## src/source/apb_bus_pkg.sv

```systemverilog
// APB bus widths and the vector types built on them
// Shared by the bridge RTL and the testbench, always through scoped names
`default_nettype none

package apb_bus_pkg;

    // --------------------------------------------------
    // Bus widths
    // --------------------------------------------------

    // Byte address width on PADDR
    localparam int ADDRESS_WIDTH = 32;

    // Width of PWDATA and PRDATA
    localparam int DATA_WIDTH = 32;

    // One strobe bit per data byte
    localparam int DATA_STROBE = DATA_WIDTH / 8;

    // --------------------------------------------------
    // Vector types
    // --------------------------------------------------

    // Byte address of one transfer
    typedef logic [ADDRESS_WIDTH-1:0] apb_addr_t;

    // One data word, write or read
    typedef logic [DATA_WIDTH-1:0] apb_data_t;

    // Byte enables, bit n covers data bits [8n+7:8n]
    typedef logic [DATA_STROBE-1:0] apb_strb_t;

endpackage

`default_nettype wire

```

## src/source/bridge_cfg_pkg.sv

```systemverilog
// Configuration defaults and internal types of the APB bridge
// Holds the queued command layout and the transfer FSM states
`default_nettype none

package bridge_cfg_pkg;

    // Commands the queue can hold between capture and the bus
    localparam int DEFAULT_FIFO_DEPTH = 4;

    // Access cycles allowed before a transfer is abandoned
    localparam int DEFAULT_TIMEOUT_CYCLES = 16;

    // Access cycle counter, wide enough for the timeout limit
    typedef logic [7:0] wait_count_t;

    // One queued command, 69 bits, write flag in the top bit
    typedef struct packed {
        logic                  is_write;
        apb_bus_pkg::apb_addr_t addr;
        apb_bus_pkg::apb_strb_t strb;
        apb_bus_pkg::apb_data_t wdata;
    } req_entry_t;

    // APB transfer phases
    typedef enum logic [1:0] {
        IDLE,
        SETUP,
        ACCESS
    } xfer_state_t;

endpackage

`default_nettype wire

```

## src/source/cpu_request_capture.sv

```systemverilog
// Capture stage of the APB bridge
// Registers one CPU command and offers it to the request queue,
// holding it and dropping apb_ready_for_txn while the queue is full
`timescale 1ns/100ps
`default_nettype none

module cpu_request_capture (
    input  wire logic                   PCLK,
    input  wire logic                   rst_n,
    input  wire logic                   from_cpu_valid_txn,
    input  wire logic                   from_cpu_rd_wr,
    input  wire apb_bus_pkg::apb_addr_t from_cpu_address,
    input  wire apb_bus_pkg::apb_strb_t from_cpu_wr_strb,
    input  wire apb_bus_pkg::apb_data_t from_cpu_wr_wdata,
    input  wire logic                   full,
    output logic                        apb_ready_for_txn,
    output logic                        cap_valid,
    output bridge_cfg_pkg::req_entry_t  cap_entry
);

    logic ready_en;
    logic accept;
    logic hand_off;

    // Entry moves into the queue on this edge
    assign hand_off = cap_valid && !full;

    // Room when empty, or when the held entry leaves now
    assign apb_ready_for_txn = ready_en && (!cap_valid || hand_off);
    assign accept = from_cpu_valid_txn && apb_ready_for_txn;

    always_ff @(posedge PCLK)
    begin
        if (!rst_n)
        begin
            ready_en  <= 1'b0;
            cap_valid <= 1'b0;
        end
        else
        begin
            ready_en <= 1'b1;
            if (accept)
                cap_valid <= 1'b1;
            else if (hand_off)
                cap_valid <= 1'b0;
        end
    end

    // Command register, strobe cleared for reads
    always_ff @(posedge PCLK)
    begin
        if (accept)
        begin
            cap_entry.is_write <= from_cpu_rd_wr;
            cap_entry.addr     <= from_cpu_address;
            cap_entry.strb     <= from_cpu_rd_wr ? from_cpu_wr_strb : '0;
            cap_entry.wdata    <= from_cpu_wr_wdata;
        end
    end

    // A stalled command must reach the queue unchanged
    a_hold_while_full : assert property (@(posedge PCLK) disable iff (!rst_n)
        cap_valid && full |=> $stable(cap_entry));

endmodule

`default_nettype wire

```

## src/source/request_fifo.sv

```systemverilog
// Request queue of the APB bridge
// Circular buffer of captured commands, read in arrival order.
// A push and a pop may happen on the same edge
`timescale 1ns/100ps
`default_nettype none

module request_fifo #(
    parameter int FIFO_DEPTH = 4
) (
    input  wire logic                       PCLK,
    input  wire logic                       rst_n,
    input  wire logic                       push,
    input  wire bridge_cfg_pkg::req_entry_t push_entry,
    input  wire logic                       pop,
    output bridge_cfg_pkg::req_entry_t      head_entry,
    output logic                            full,
    output logic                            empty
);

    localparam int PTR_W = (FIFO_DEPTH > 1) ? $clog2(FIFO_DEPTH) : 1;
    localparam int CNT_W = $clog2(FIFO_DEPTH + 1);
    localparam logic [PTR_W-1:0] LAST_PTR = PTR_W'(FIFO_DEPTH - 1);

    bridge_cfg_pkg::req_entry_t mem [FIFO_DEPTH];

    logic [PTR_W-1:0] wr_ptr;
    logic [PTR_W-1:0] rd_ptr;
    logic [CNT_W-1:0] count;
    logic             do_push;
    logic             do_pop;

    // --------------------------------------------------
    // Status and head
    // --------------------------------------------------
    assign full    = (count == CNT_W'(FIFO_DEPTH));
    assign empty   = (count == '0);
    assign do_push = push && !full;
    assign do_pop  = pop && !empty;

    assign head_entry = mem[rd_ptr];

    // --------------------------------------------------
    // Pointers and occupancy
    // --------------------------------------------------
    always_ff @(posedge PCLK)
    begin
        if (!rst_n)
        begin
            wr_ptr <= '0;
            rd_ptr <= '0;
            count  <= '0;
        end
        else
        begin
            if (do_push)
                wr_ptr <= (wr_ptr == LAST_PTR) ? '0 : wr_ptr + 1'b1;
            if (do_pop)
                rd_ptr <= (rd_ptr == LAST_PTR) ? '0 : rd_ptr + 1'b1;
            // both together leave the count as it is
            if (do_push && !do_pop)
                count <= count + 1'b1;
            else if (do_pop && !do_push)
                count <= count - 1'b1;
        end
    end

    always_ff @(posedge PCLK)
    begin
        if (do_push)
            mem[wr_ptr] <= push_entry;
    end

    // Transfer FSM only pops a queued command
    a_no_pop_empty : assert property (@(posedge PCLK) disable iff (!rst_n)
        pop |-> !empty);

endmodule

`default_nettype wire

```

## src/source/apb_transfer_fsm.sv

```systemverilog
// APB transfer stage of the bridge
// Pops queued commands, runs each one as a setup/access transfer and
// returns read data, slave error or timeout with a one-cycle done pulse
`timescale 1ns/100ps
`default_nettype none

module apb_transfer_fsm #(
    parameter int TIMEOUT_CYCLES = 16
) (
    input  wire logic                       PCLK,
    input  wire logic                       rst_n,
    input  wire logic                       empty,
    input  wire bridge_cfg_pkg::req_entry_t head_entry,
    input  wire logic                       pready,
    input  wire apb_bus_pkg::apb_data_t     prdata,
    input  wire logic                       pslverr,
    output logic                            pop,
    output logic                            psel,
    output logic                            penable,
    output logic                            pwrite,
    output apb_bus_pkg::apb_addr_t          paddr,
    output apb_bus_pkg::apb_data_t          pwdata,
    output apb_bus_pkg::apb_strb_t          pstrb,
    output apb_bus_pkg::apb_data_t          to_cpu_rdata,
    output logic                            to_cpu_rdata_valid_wdata_done,
    output logic                            to_cpu_txn_err,
    output logic                            to_cpu_txn_timeout
);

    // Value of the counter on the last allowed access cycle
    localparam bridge_cfg_pkg::wait_count_t WAIT_LIMIT =
        bridge_cfg_pkg::wait_count_t'(TIMEOUT_CYCLES - 1);

    bridge_cfg_pkg::xfer_state_t state;
    bridge_cfg_pkg::wait_count_t wait_cnt;

    logic last_wait;
    logic xfer_end;
    logic xfer_ok;

    // --------------------------------------------------
    // Phase decode
    // --------------------------------------------------
    assign pop     = (state == bridge_cfg_pkg::IDLE) && !empty;
    assign psel    = (state != bridge_cfg_pkg::IDLE);
    assign penable = (state == bridge_cfg_pkg::ACCESS);

    assign last_wait = (wait_cnt == WAIT_LIMIT);
    assign xfer_end  = penable && (pready || last_wait);
    // pready on the last allowed cycle still counts as a completion
    assign xfer_ok   = penable && pready;

    // --------------------------------------------------
    // Transfer FSM
    // --------------------------------------------------
    always_ff @(posedge PCLK)
    begin
        if (!rst_n)
        begin
            state    <= bridge_cfg_pkg::IDLE;
            wait_cnt <= '0;
        end
        else
        begin
            case (state)
                bridge_cfg_pkg::IDLE:
                begin
                    if (pop)
                        state <= bridge_cfg_pkg::SETUP;
                end
                bridge_cfg_pkg::SETUP:
                begin
                    state    <= bridge_cfg_pkg::ACCESS;
                    wait_cnt <= '0;
                end
                bridge_cfg_pkg::ACCESS:
                begin
                    if (xfer_end)
                        state <= bridge_cfg_pkg::IDLE;
                    else
                        wait_cnt <= wait_cnt + 1'b1;
                end
                default:
                    state <= bridge_cfg_pkg::IDLE;
            endcase
        end
    end

    // Popped command drives the bus for the whole transfer
    always_ff @(posedge PCLK)
    begin
        if (pop)
        begin
            pwrite <= head_entry.is_write;
            paddr  <= head_entry.addr;
            pwdata <= head_entry.wdata;
            pstrb  <= head_entry.strb;
        end
    end

    // --------------------------------------------------
    // Response to the CPU side
    // --------------------------------------------------
    always_ff @(posedge PCLK)
    begin
        if (!rst_n)
        begin
            to_cpu_rdata_valid_wdata_done <= 1'b0;
            to_cpu_txn_err                <= 1'b0;
            to_cpu_txn_timeout            <= 1'b0;
        end
        else
        begin
            to_cpu_rdata_valid_wdata_done <= xfer_end;
            to_cpu_txn_err                <= xfer_ok && pslverr;
            to_cpu_txn_timeout            <= xfer_end && !pready;
        end
    end

    // Zero unless a read completes
    always_ff @(posedge PCLK)
    begin
        to_cpu_rdata <= (xfer_ok && !pwrite) ? prdata : '0;
    end

    a_enable_in_sel : assert property (@(posedge PCLK) disable iff (!rst_n)
        penable |-> psel);

    // Address and control hold from SETUP until the transfer ends
    a_stable_xfer : assert property (@(posedge PCLK) disable iff (!rst_n)
        psel && !xfer_end |=>
            psel && $stable(paddr) && $stable(pwrite) && $stable(pwdata));

endmodule

`default_nettype wire

```

## src/source/apb_bridge_top.sv

```systemverilog
// APB bridge top level
// Chains the capture stage, the request queue and the transfer FSM.
// Queue depth and timeout are set here and passed down
`timescale 1ns/100ps
`default_nettype none

module apb_bridge_top #(
    parameter int FIFO_DEPTH     = bridge_cfg_pkg::DEFAULT_FIFO_DEPTH,
    parameter int TIMEOUT_CYCLES = bridge_cfg_pkg::DEFAULT_TIMEOUT_CYCLES
) (
    input  wire logic                   PCLK,
    input  wire logic                   rst_n,
    // CPU side
    input  wire logic                   from_cpu_valid_txn,
    input  wire logic                   from_cpu_rd_wr,
    input  wire apb_bus_pkg::apb_addr_t from_cpu_address,
    input  wire apb_bus_pkg::apb_strb_t from_cpu_wr_strb,
    input  wire apb_bus_pkg::apb_data_t from_cpu_wr_wdata,
    output logic                        apb_ready_for_txn,
    output apb_bus_pkg::apb_data_t      to_cpu_rdata,
    output logic                        to_cpu_rdata_valid_wdata_done,
    output logic                        to_cpu_txn_err,
    output logic                        to_cpu_txn_timeout,
    // APB side
    output logic                        psel,
    output logic                        penable,
    output logic                        pwrite,
    output apb_bus_pkg::apb_addr_t      paddr,
    output apb_bus_pkg::apb_data_t      pwdata,
    output apb_bus_pkg::apb_strb_t      pstrb,
    input  wire logic                   pready,
    input  wire apb_bus_pkg::apb_data_t prdata,
    input  wire logic                   pslverr
);

    logic                       cap_valid;
    bridge_cfg_pkg::req_entry_t cap_entry;
    logic                       full;
    logic                       empty;
    logic                       pop;
    bridge_cfg_pkg::req_entry_t head_entry;

    cpu_request_capture i_cpu_request_capture (
        .PCLK              (PCLK),
        .rst_n             (rst_n),
        .from_cpu_valid_txn(from_cpu_valid_txn),
        .from_cpu_rd_wr    (from_cpu_rd_wr),
        .from_cpu_address  (from_cpu_address),
        .from_cpu_wr_strb  (from_cpu_wr_strb),
        .from_cpu_wr_wdata (from_cpu_wr_wdata),
        .full              (full),
        .apb_ready_for_txn (apb_ready_for_txn),
        .cap_valid         (cap_valid),
        .cap_entry         (cap_entry)
    );

    request_fifo #(
        .FIFO_DEPTH(FIFO_DEPTH)
    ) i_request_fifo (
        .PCLK      (PCLK),
        .rst_n     (rst_n),
        .push      (cap_valid),
        .push_entry(cap_entry),
        .pop       (pop),
        .head_entry(head_entry),
        .full      (full),
        .empty     (empty)
    );

    apb_transfer_fsm #(
        .TIMEOUT_CYCLES(TIMEOUT_CYCLES)
    ) i_apb_transfer_fsm (
        .PCLK                         (PCLK),
        .rst_n                        (rst_n),
        .empty                        (empty),
        .head_entry                   (head_entry),
        .pready                       (pready),
        .prdata                       (prdata),
        .pslverr                      (pslverr),
        .pop                          (pop),
        .psel                         (psel),
        .penable                      (penable),
        .pwrite                       (pwrite),
        .paddr                        (paddr),
        .pwdata                       (pwdata),
        .pstrb                        (pstrb),
        .to_cpu_rdata                 (to_cpu_rdata),
        .to_cpu_rdata_valid_wdata_done(to_cpu_rdata_valid_wdata_done),
        .to_cpu_txn_err               (to_cpu_txn_err),
        .to_cpu_txn_timeout           (to_cpu_txn_timeout)
    );

endmodule

`default_nettype wire

```

## config.mk

```make
export PLATFORM = sky130hd
export DESIGN_NAME = apb_bridge_top
export DESIGN_NICKNAME = d
export VERILOG_FILES = /design/src/source/apb_bus_pkg.sv /design/src/source/bridge_cfg_pkg.sv /design/src/source/cpu_request_capture.sv /design/src/source/request_fifo.sv /design/src/source/apb_transfer_fsm.sv /design/src/source/apb_bridge_top.sv
export SDC_FILE = /design/constraint.sdc
export NUM_CORES = 1
export LEC_CHECK = 0
export ABC_AREA = 1
export BUFFER_PORTS_ARGS = -buffer_cell sky130_fd_sc_hd__buf_2
export CORE_MARGIN = 3
export CORE_UTILIZATION = 51
export DETAILED_ROUTE_END_ITERATION = 16
export PLACE_DENSITY = 0.84
export SYNTH_ARGS = -nofsm -noshare
export SYNTH_HDL_FRONTEND = slang
export SYNTH_SLANG_ARGS = --single-unit
```

## constraint.sdc

```tcl
create_clock -name PCLK -period 4.5 [get_ports PCLK]
set_clock_uncertainty 0.2 [all_clocks]
set_input_delay 1.125 -clock PCLK [delete_from_list [all_inputs] [get_ports PCLK]]
set_output_delay 1.125 -clock PCLK [all_outputs]
set_load 0.01 [all_outputs]
```

# Word level (Yosys, flattened, before mapping)
# Memory sizes are Yosys's and may differ from the RTL's. A register that Yosys moved wholly into a read port is not among the register bits.
# Cells that the tools add are included.
[totals]
register_bits = 123
mem_bits_rw = 276
in_bits = 106
out_inout_bits = 107
word_cells = 73
mem_count = 1
[op_classes]
add_sub_neg = 5
eq_ne = 9
muxes = 14
reduce_logical = 29
[mem_list]
columns = ["memory", "words", "width", "rd", "rd_ports_with_merged_regs", "write_ports", "line", "source"]
rows = [
  ["i_request_fifo.mem", 4, 69, 1, 1, 1, "request_fifo.sv:24", "bridge_cfg_pkg::req_entry_t mem [FIFO_DEPTH];"],
]
[ops]
columns = ["op", "count"]
rows = [
  ["one-hot mux 8 bit (2 select lines)", 1],
  ["logical AND 1 bit", 12],
  ["adder 8 x 1 -> 8 bit, second input constant", 1],
  ["equality test 8 x 4 -> 1 bit, second input constant", 1],
  ["two-way mux 2 bit", 4],
  ["two-way mux 8 bit", 1],
  ["nonzero test 2 bit", 4],
  ["zero test 1 bit", 7],
  ["equality test 2 bit, second input constant", 3],
  ["two-way mux 3 bit", 2],
  ["inequality test 2 bit, second input constant", 3],
  ["one-hot mux 2 bit (3 select lines)", 1],
  ["two-way mux 1 bit", 5],
  ["adder 2 x 1 -> 2 bit, second input constant", 2],
  ["AND reduction 2 bit", 2],
  ["adder 3 x 1 -> 3 bit, second input constant", 1],
  ["equality test 3 bit, second input constant", 1],
  ["zero test 3 bit", 1],
  ["subtractor 3 x 1 -> 3 bit, second input constant", 1],
  ["equality test 2 x 1 -> 1 bit, second input constant", 1],
  ["zero test 2 bit", 1],
  ["logical OR 1 bit", 2],
]

# Depth between registers and ports, before layout
# Gate-level depths: netlist of the first run.
[depth]
ltp_word = 7
ltp_mapped = 11
ltp_nobuf = 11

# Hierarchy
# From an unflattened synthesis of the first run, not the netlist that was laid out.
[hier_totals]
hier_cells = 1087
hier_area_um2 = 16567.1
[modules_own_cells]
columns = ["mod", "n_inst", "cells_each", "area_per_inst_um2", "seq_area_each_um2"]
rows = [
  ["request_fifo", 1, 739, 10735.3, 8468.1],
  ["apb_transfer_fsm", 1, 260, 3653.5, 2972.9],
  ["cpu_request_capture", 1, 88, 2178.3, 2112.0],
]

# Worst setup path after synthesis of the first run
# Ideal clock, no wire load.
[synth_timing]
path_kind = "in2reg"
startpoint = "input from_cpu_valid_txn"
endpoint = "register, netlist name i_cpu_request_capture.cap_entry[0]"
setup_time_ps = 496
arrival_ps = 4034
required_time_ps = 3804
setup_slack_ps = -230
cell_stages = 2
path_buffers = 0
path_cell_list = "inv_1 nor2_1"
[synth_between]
elab_chain_cells = 1
[synth_rtl]
columns = ["item", "line", "source"]
rows = [
  ["from (decl)", "apb_bridge_top.sv:14", "input wire logic from_cpu_valid_txn,"],
  ["logical AND 1 bit", "cpu_request_capture.sv:30", "assign accept = from_cpu_valid_txn && apb_ready_for_txn;"],
  ["via i_cpu_request_capture.accept", "cpu_request_capture.sv:22", "logic accept;"],
]
# The timed path passes the listed nets, and every way through them passes these cells.
# A chain may end at the register's enable or synchronous reset.

# Worst setup path after layout of the first run
[layout_timing]
startpoint = "register i_request_fifo.count[0]"
endpoint = "output apb_ready_for_txn"
[layout_between]
elab_chain_cells = 5
[layout_rtl]
columns = ["item", "line", "source"]
rows = [
  ["from (decl)", "request_fifo.sv:28", "logic [CNT_W-1:0] count;"],
  ["from (signal assigned)", "request_fifo.sv:61", "count <= count + 1'b1;"],
  ["from (signal assigned)", "request_fifo.sv:63", "count <= count - 1'b1;"],
  ["equality test 3 bit", "request_fifo.sv:35", "assign full = (count == CNT_W'(FIFO_DEPTH));"],
  ["zero test 1 bit", "cpu_request_capture.sv:26", "assign hand_off = cap_valid && !full;"],
  ["logical AND 1 bit", "cpu_request_capture.sv:26", ""],
  ["logical OR 1 bit", "cpu_request_capture.sv:29", "assign apb_ready_for_txn = ready_en && (!cap_valid || hand_off);"],
  ["logical AND 1 bit", "cpu_request_capture.sv:29", ""],
  ["to (decl)", "apb_bridge_top.sv:19", "output logic apb_ready_for_txn,"],
]
# No other way between the ends.

==> results of run 1 <==
## kinds of logic after synthesis
family / after synthesis / synth area share
compound gates: 237 / 0.0780
buf+inv: 114 / 0.0336
flops: 468 / 0.822
simple gates: 243 / 0.0600
fa+ha+maj: 8 / 0.00654
## report_power, final
part	internal, W	switching [W]
logic	0.000626	0.00145
clock network	0.00216	0.00151
registers	0.00544	0.000243
## flip-flops by register name, indices dropped and copies added, names as in the netlist, 2 cells and up
signal,cells
i_apb_transfer_fsm.paddr,32
i_apb_transfer_fsm.pstrb,4
i_apb_transfer_fsm.pwdata,32
i_apb_transfer_fsm.state,2
i_apb_transfer_fsm.to_cpu_rdata,32
i_apb_transfer_fsm.wait_cnt,8
i_cpu_request_capture.cap_entry,69
i_request_fifo.count,3
i_request_fifo.mem,276
i_request_fifo.rd_ptr,2
i_request_fifo.wr_ptr,2
## layout make-up
cell class | count | area (sq um) | area share
Tap cell | 402 | 503 | 0.0261
Clock inverter | 23 | 259 | 0.0134
Inverter | 66 | 251 | 0.0131
Timing Repair Buffer | 222 | 1140 | 0.0590
Clock buffer | 56 | 1190 | 0.0616
Sequential cell | 468 | 13500 | 0.702
Multi-Input combinational cell | 488 | 2410 | 0.125
## per-layer routing
layer	global-route usage	routed length, um	vias up
li1	-	-	4351
met1	0.229	12600	4437
met2	0.320	16200	397
met3	0.0403	2490	64
met4	0.0620	806	2
met5	0	13	-
## per-stage QoR
stage               instance area [sq um]  cells  worst slack, ns  power (W)
global placement                    17800   1646             1.76    0.00780
global route                        19300   1725             1.58     0.0119
floorplan                           16400   1070            0.259    0.00704
CTS                                 19300   1725             1.67     0.0115
finish                              19300   1725             1.70     0.0114
detailed placement                  17800   1646             1.70    0.00787
## cell usage after synthesis
library cell    n  area [sq um]
ha_1            7          87.6
nand3_2         1          10.0
o21ai_2         1          8.76
nand4_1         3          18.8
a31o_2          1          8.76
o22ai_1        69           432
dfxtp_1        54          1080
a211oi_1        1          7.51
fa_1            1          20.0
inv_4           1          6.26
buf_2          11          55.1
clkbuf_1       19          71.3
o21ai_0       107           536
nand3_1        12          60.1
a21oi_1        16          80.1
clkinv_1        1          3.75
nor2_2          2          12.5
nand3_4         1          17.5
buf_6          12           135
inv_1          64           240
nand2_1        32           120
nor2_4          2          22.5
buf_4           4          30.0
nor2_1        186           698
clkbuf_2        2          10.0
nand3b_1        2          15.0
o21ai_1        42           210
nand2_2         2          12.5
edfxtp_1      414         12400
## how the worst min path moves through the flow
stage / from / depth (start not counted) / slack, ns / to
after global routing: i_cpu_request_capture.cap_entry[34] / 0 / 0.31 / i_request_fifo.mem[1][34]
after global placement: i_cpu_request_capture.cap_entry[15] / 0 / 0.27 / i_request_fifo.mem[0][15]
after floorplan: i_apb_transfer_fsm.wait_cnt[0] / 1 / 0.25 / i_apb_transfer_fsm.wait_cnt[0]
after detailed placement: i_cpu_request_capture.cap_entry[22] / 0 / 0.28 / i_request_fifo.mem[2][22]
after CTS: i_apb_transfer_fsm.wait_cnt[0] / 1 / 0.29 / i_apb_transfer_fsm.wait_cnt[0]
final: i_apb_transfer_fsm.wait_cnt[0] / 1 / 0.29 / i_apb_transfer_fsm.wait_cnt[0]
==> reports/metrics.cfg, run 1 <==
[power_and_ir_drop]
power.leakage_nw=7.04
vdd_drop_max_mv=0.562
power_density_nw_per_um2=594

[setup_path]
critPathCaptureType=output port
max_stage_delay_ns=0.33
reg2reg_depth=4
critPathTopFamily=flip-flops
crit_buf_inv=3
start_kind=register
crit_type=reg -> out
path_common_cell=inv_1
path_cells=inv_1 > nand4_1 > nand2_1 > inv_1 > buf_2
arrival_ns=1.48
cp_max_fo=5
cpMaxStageDelayCell=dfxtp_1
rr_endpoint=i_apb_transfer_fsm.pwdata[5]
r2r_slack_ns=1.98
startpoint=i_request_fifo.count[0]
path_depth=5
cp.required_ns=3.17
crit_path_end=apb_ready_for_txn
r2r_start=i_request_fifo.rd_ptr[0]

[timing]
worst_pin_slew_ns=1.10
maxSlewHeadroom=0.265
fin_setup_tns_ns=0
max_freq_mhz=357
holdWs_ns=0.290
setup_violations=0
slew_viol_final=0
period_needed_ns=2.80
hold_viol_final=0
period_share=0.623
rsz0062_at_grt=false

[global_route]
grt_start_max_net_pins=111
antenna_found_initial=1
gr-total-overflow=0
grtUsageTotal=0.183
grt_pass1_vias=9064
grt_pass1_wl_um=48300

[worst_hold_path]
worstHoldPathType=reg -> reg

[placed_design]
port_buffers=212
hpwlAfterDp_um=18300
place_congestion=0.762

[floorplanning]
fp-row-count=65
core_area_sq_um=31600
ios=213
initial_core_util=0.520
die_area_sq_um=34400
die_h_um=186
die_w_um=186

[clock_network]
ctsResizeCount=0
clock_sink_count=468
clk_pin_slew_worst_paths_ns=0.06
cts-root-buf=clkbuf_16
ctsHoldBuffers=0
clk_path_buf_depth=3
cts_max_level=2
clk_latency_ns=0.54
cts_tree=built
cts_buffers=44
post_cts_buffers=0

[yosys]
syn_area_per_cell_sq_um=15.4
synth_fp_nets=1184
synth.yosys.seq_area_share=0.822
yosys.cell_types.count=29
synth_warnings=0
netlist_area_sq_um=16400
synth_seq_cells=468
syn_inst=1070

[final_layout]
mostFrequentLayoutCells=414 x edfxtp_1, 212 x buf_2, 181 x nor2_1, 107 x o21ai_0, 69 x o22ai_1
area_delta_synth_final_pct=17.2
final.fill_count=2251
fin_nets=1404
layout-drive-gt1-share=0.233
antenna_cells=0
layout_commonest_cell=edfxtp_1
final_core_util=0.609

[routing]
drt_pass1_iterations=8
drtAntennaViolNets=0
routed_wl_um=32100
drt-initial-drc-count=801
vias=9251
drc=0
wire_per_inst_um=18.6
via_per_inst=5.36

[job]
drv_cap=0

[outcome]
outcome=complete, no violations

Note: power is estimated with default switching activity, not from simulation.
==> run 2: changes to the inputs <==
Clock period 4.5 ns to 2.3 ns, I/O delays scaled along.
==> reports/metrics.cfg, run 2 (synthesized netlist as in run 1, its figures left out) <==
[global_route]
grt_pass1_wl_um=50600  ; was 48,300 um
grt_pass1_vias=9688  ; was 9,064
gr-total-overflow=0  ; unchanged
grt_start_max_net_pins=71  ; was 111
antenna_found_initial=0  ; was 1
grtUsageTotal=0.190  ; was 0.183

[routing]
vias=9558  ; was 9,251
via_per_inst=5.35  ; was 5.36
drc=0  ; unchanged
drtAntennaViolNets=0  ; unchanged
wire_per_inst_um=18.6  ; about the same
drt_pass1_iterations=5  ; was 8
routed_wl_um=33200  ; was 32,100 um
drt-initial-drc-count=786  ; was 801

[final_layout]
antenna_cells=0  ; unchanged
top_regs=i_request_fifo.mem: 276 flops, i_cpu_request_capture.cap_entry: 69 flops  ; unchanged
mostFrequentLayoutCells=414 x edfxtp_1, 212 x buf_2, 181 x nor2_1, 105 x o21ai_0, 69 x o22ai_1  ; was 414 x edfxtp_1, 212 x buf_2, 181 x nor2_1, 107 x o21ai_0, 69 x o22ai_1
top_register=i_request_fifo.mem  ; unchanged
final.fill_count=2214  ; was 2,251
largest_reg_flops=276  ; unchanged
layout_commonest_cell=edfxtp_1  ; unchanged
multi_input_area_sq_um=2440  ; was 2410 sq um
fin_nets=1464  ; was 1,404
area_delta_synth_final_pct=21.9  ; was 17.2%
layout-drive-gt1-share=0.232  ; was 0.233
seq_area_sq_um=13500  ; about the same

[timing]
period_needed_ns=2.20
worst_pin_slew_ns=0.631  ; was 1.10 ns
rsz0062_at_grt=false  ; unchanged
max_freq_mhz=456
fin_setup_tns_ns=0  ; unchanged
hold_viol_final=0  ; unchanged
setup_violations=0  ; unchanged
period_share=0.955
setup_slack_ns=0.105  ; was 1.70 ns
maxSlewHeadroom=0.579  ; was 0.265
slew_viol_final=0  ; unchanged

[worst_hold_path]
worstHoldPathType=in -> reg  ; was reg -> reg

[setup_path]
critPathCaptureType=output port  ; unchanged
arrival_ns=1.42  ; was 1.48 ns
cp_max_fo=4  ; was 5
crit_type=reg -> out  ; unchanged
cp.required_ns=1.52  ; was 3.17 ns
start_kind=register  ; unchanged

[floorplanning]
die_area_sq_um=34400  ; unchanged
initial_core_util=0.520  ; unchanged
die_w_um=186  ; unchanged
ios=213  ; unchanged
die_h_um=186  ; unchanged
core_area_sq_um=31600  ; unchanged
fp-row-count=65  ; unchanged

[clock_network]
cts_max_level=2  ; unchanged
cts_tree=built  ; unchanged
cts-root-buf=clkbuf_16  ; unchanged
post_cts_buffers=0  ; unchanged
clk_path_buf_depth=3  ; unchanged
cts_buffers=47  ; was 44
clock_sink_count=468  ; unchanged
clk_latency_ns=0.55  ; was 0.54 ns
clk_pin_slew_worst_paths_ns=0.06  ; about the same

[placed_design]
port_buffers=212  ; unchanged
place_congestion=0.752  ; was 0.762
post-place-ws_ns=0.129  ; was 1.70 ns
hpwlAfterDp_um=18600  ; was 18,300 um

[power_and_ir_drop]
vdd_drop_max_mv=0.800  ; was 0.562 mV
power.leakage_nw=7.36  ; was 7.04 nW
power_density_nw_per_um2=1140  ; was 594 nW/um^2

[job]
drv_cap=0  ; unchanged

[outcome]
outcome=complete, no violations  ; unchanged

==> run 2: cell count changes in the layout (fill, tap and decap cells not counted), moves of 3 or more <==
cell and change:
inv_6 -3, clkinv_1 +9, clkbuf_16 +4, buf_12 +12
dlygate4sd3_1 +47
==> run 2: critical path, stage by stage, from the launching register on <==
cell and delay (ns):
dfxtp_1 0.34, inv_2 0.10, nand4_1 0.14, nand2_2 0.13, inv_1 0.05, buf_2 0.13
==> run 2: repair_timing <==
item	CTS	global route
hold buffers	46	1
setup endpoints to repair	1	2
endpoints found under the hold margin	46	1
gates resized for setup	1	5
==> run 2: stage by stage <==
| stage | cell area [sq um] | util | hold slack, ns | total power (W) | cells |
|---|---|---|---|---|---|
| 2_1_floorplan | 16500 | - | 0.250 | 0.0138 | 1070 |
| 3_3_place_gp | 18100 | 0.571 | 0.264 | 0.0155 | 1656 |
| 3_5_place_dp | 18100 | 0.571 | 0.279 | 0.0157 | 1656 |
| 4_1_cts | 20000 | 0.633 | 0.000258 | 0.0230 | 1787 |
| 5_1_grt | 20100 | 0.634 | 0.000535 | 0.0239 | 1788 |
| 6_report | 20100 | 0.634 | 0.0252 | 0.0228 | 1788 |
==> run 2: routing by layer <==
metal	share of wire	vias up	track usage
met3	0.080	62	0.0365
li1	-	4473	-
met1	0.39	4609	0.236
met4	0.020	0	0.0587
met5	0	-	0
met2	0.51	414	0.339
==> run 2: area by class of cell <==
class	instances	share of cell area
timing repair buffer	279	0.0914
multi-input combinational	488	0.122
sequential	468	0.674
inverter	66	0.0127
clock inverter	27	0.0115
clock buffer	58	0.0633
tap	402	0.0251
==> run 2: worst paths after layout <==
check / start / end / slack, ns / depth (start not counted)
worst max-delay path: i_request_fifo.count[1] / apb_ready_for_txn / 0.10 / 5
worst min-delay path: from_cpu_address[24] / i_cpu_request_capture.cap_entry[60] / 0.03 / 1
worst max register to register: i_request_fifo.count[2] / i_request_fifo.count[2] / 0.20 / 9
worst min register to register: i_cpu_request_capture.cap_entry[4] / i_request_fifo.mem[2][4] / 0.29 / 0
==> run 2: where the power goes <==
| group | switching [W] | internal [W] | total, W |
|---|---|---|---|
| sequential | 0.000510 | 0.0106 | 0.0112 |
| combinational | 0.00288 | 0.00147 | 0.00435 |
| clock | 0.00306 | 0.00427 | 0.00733 |
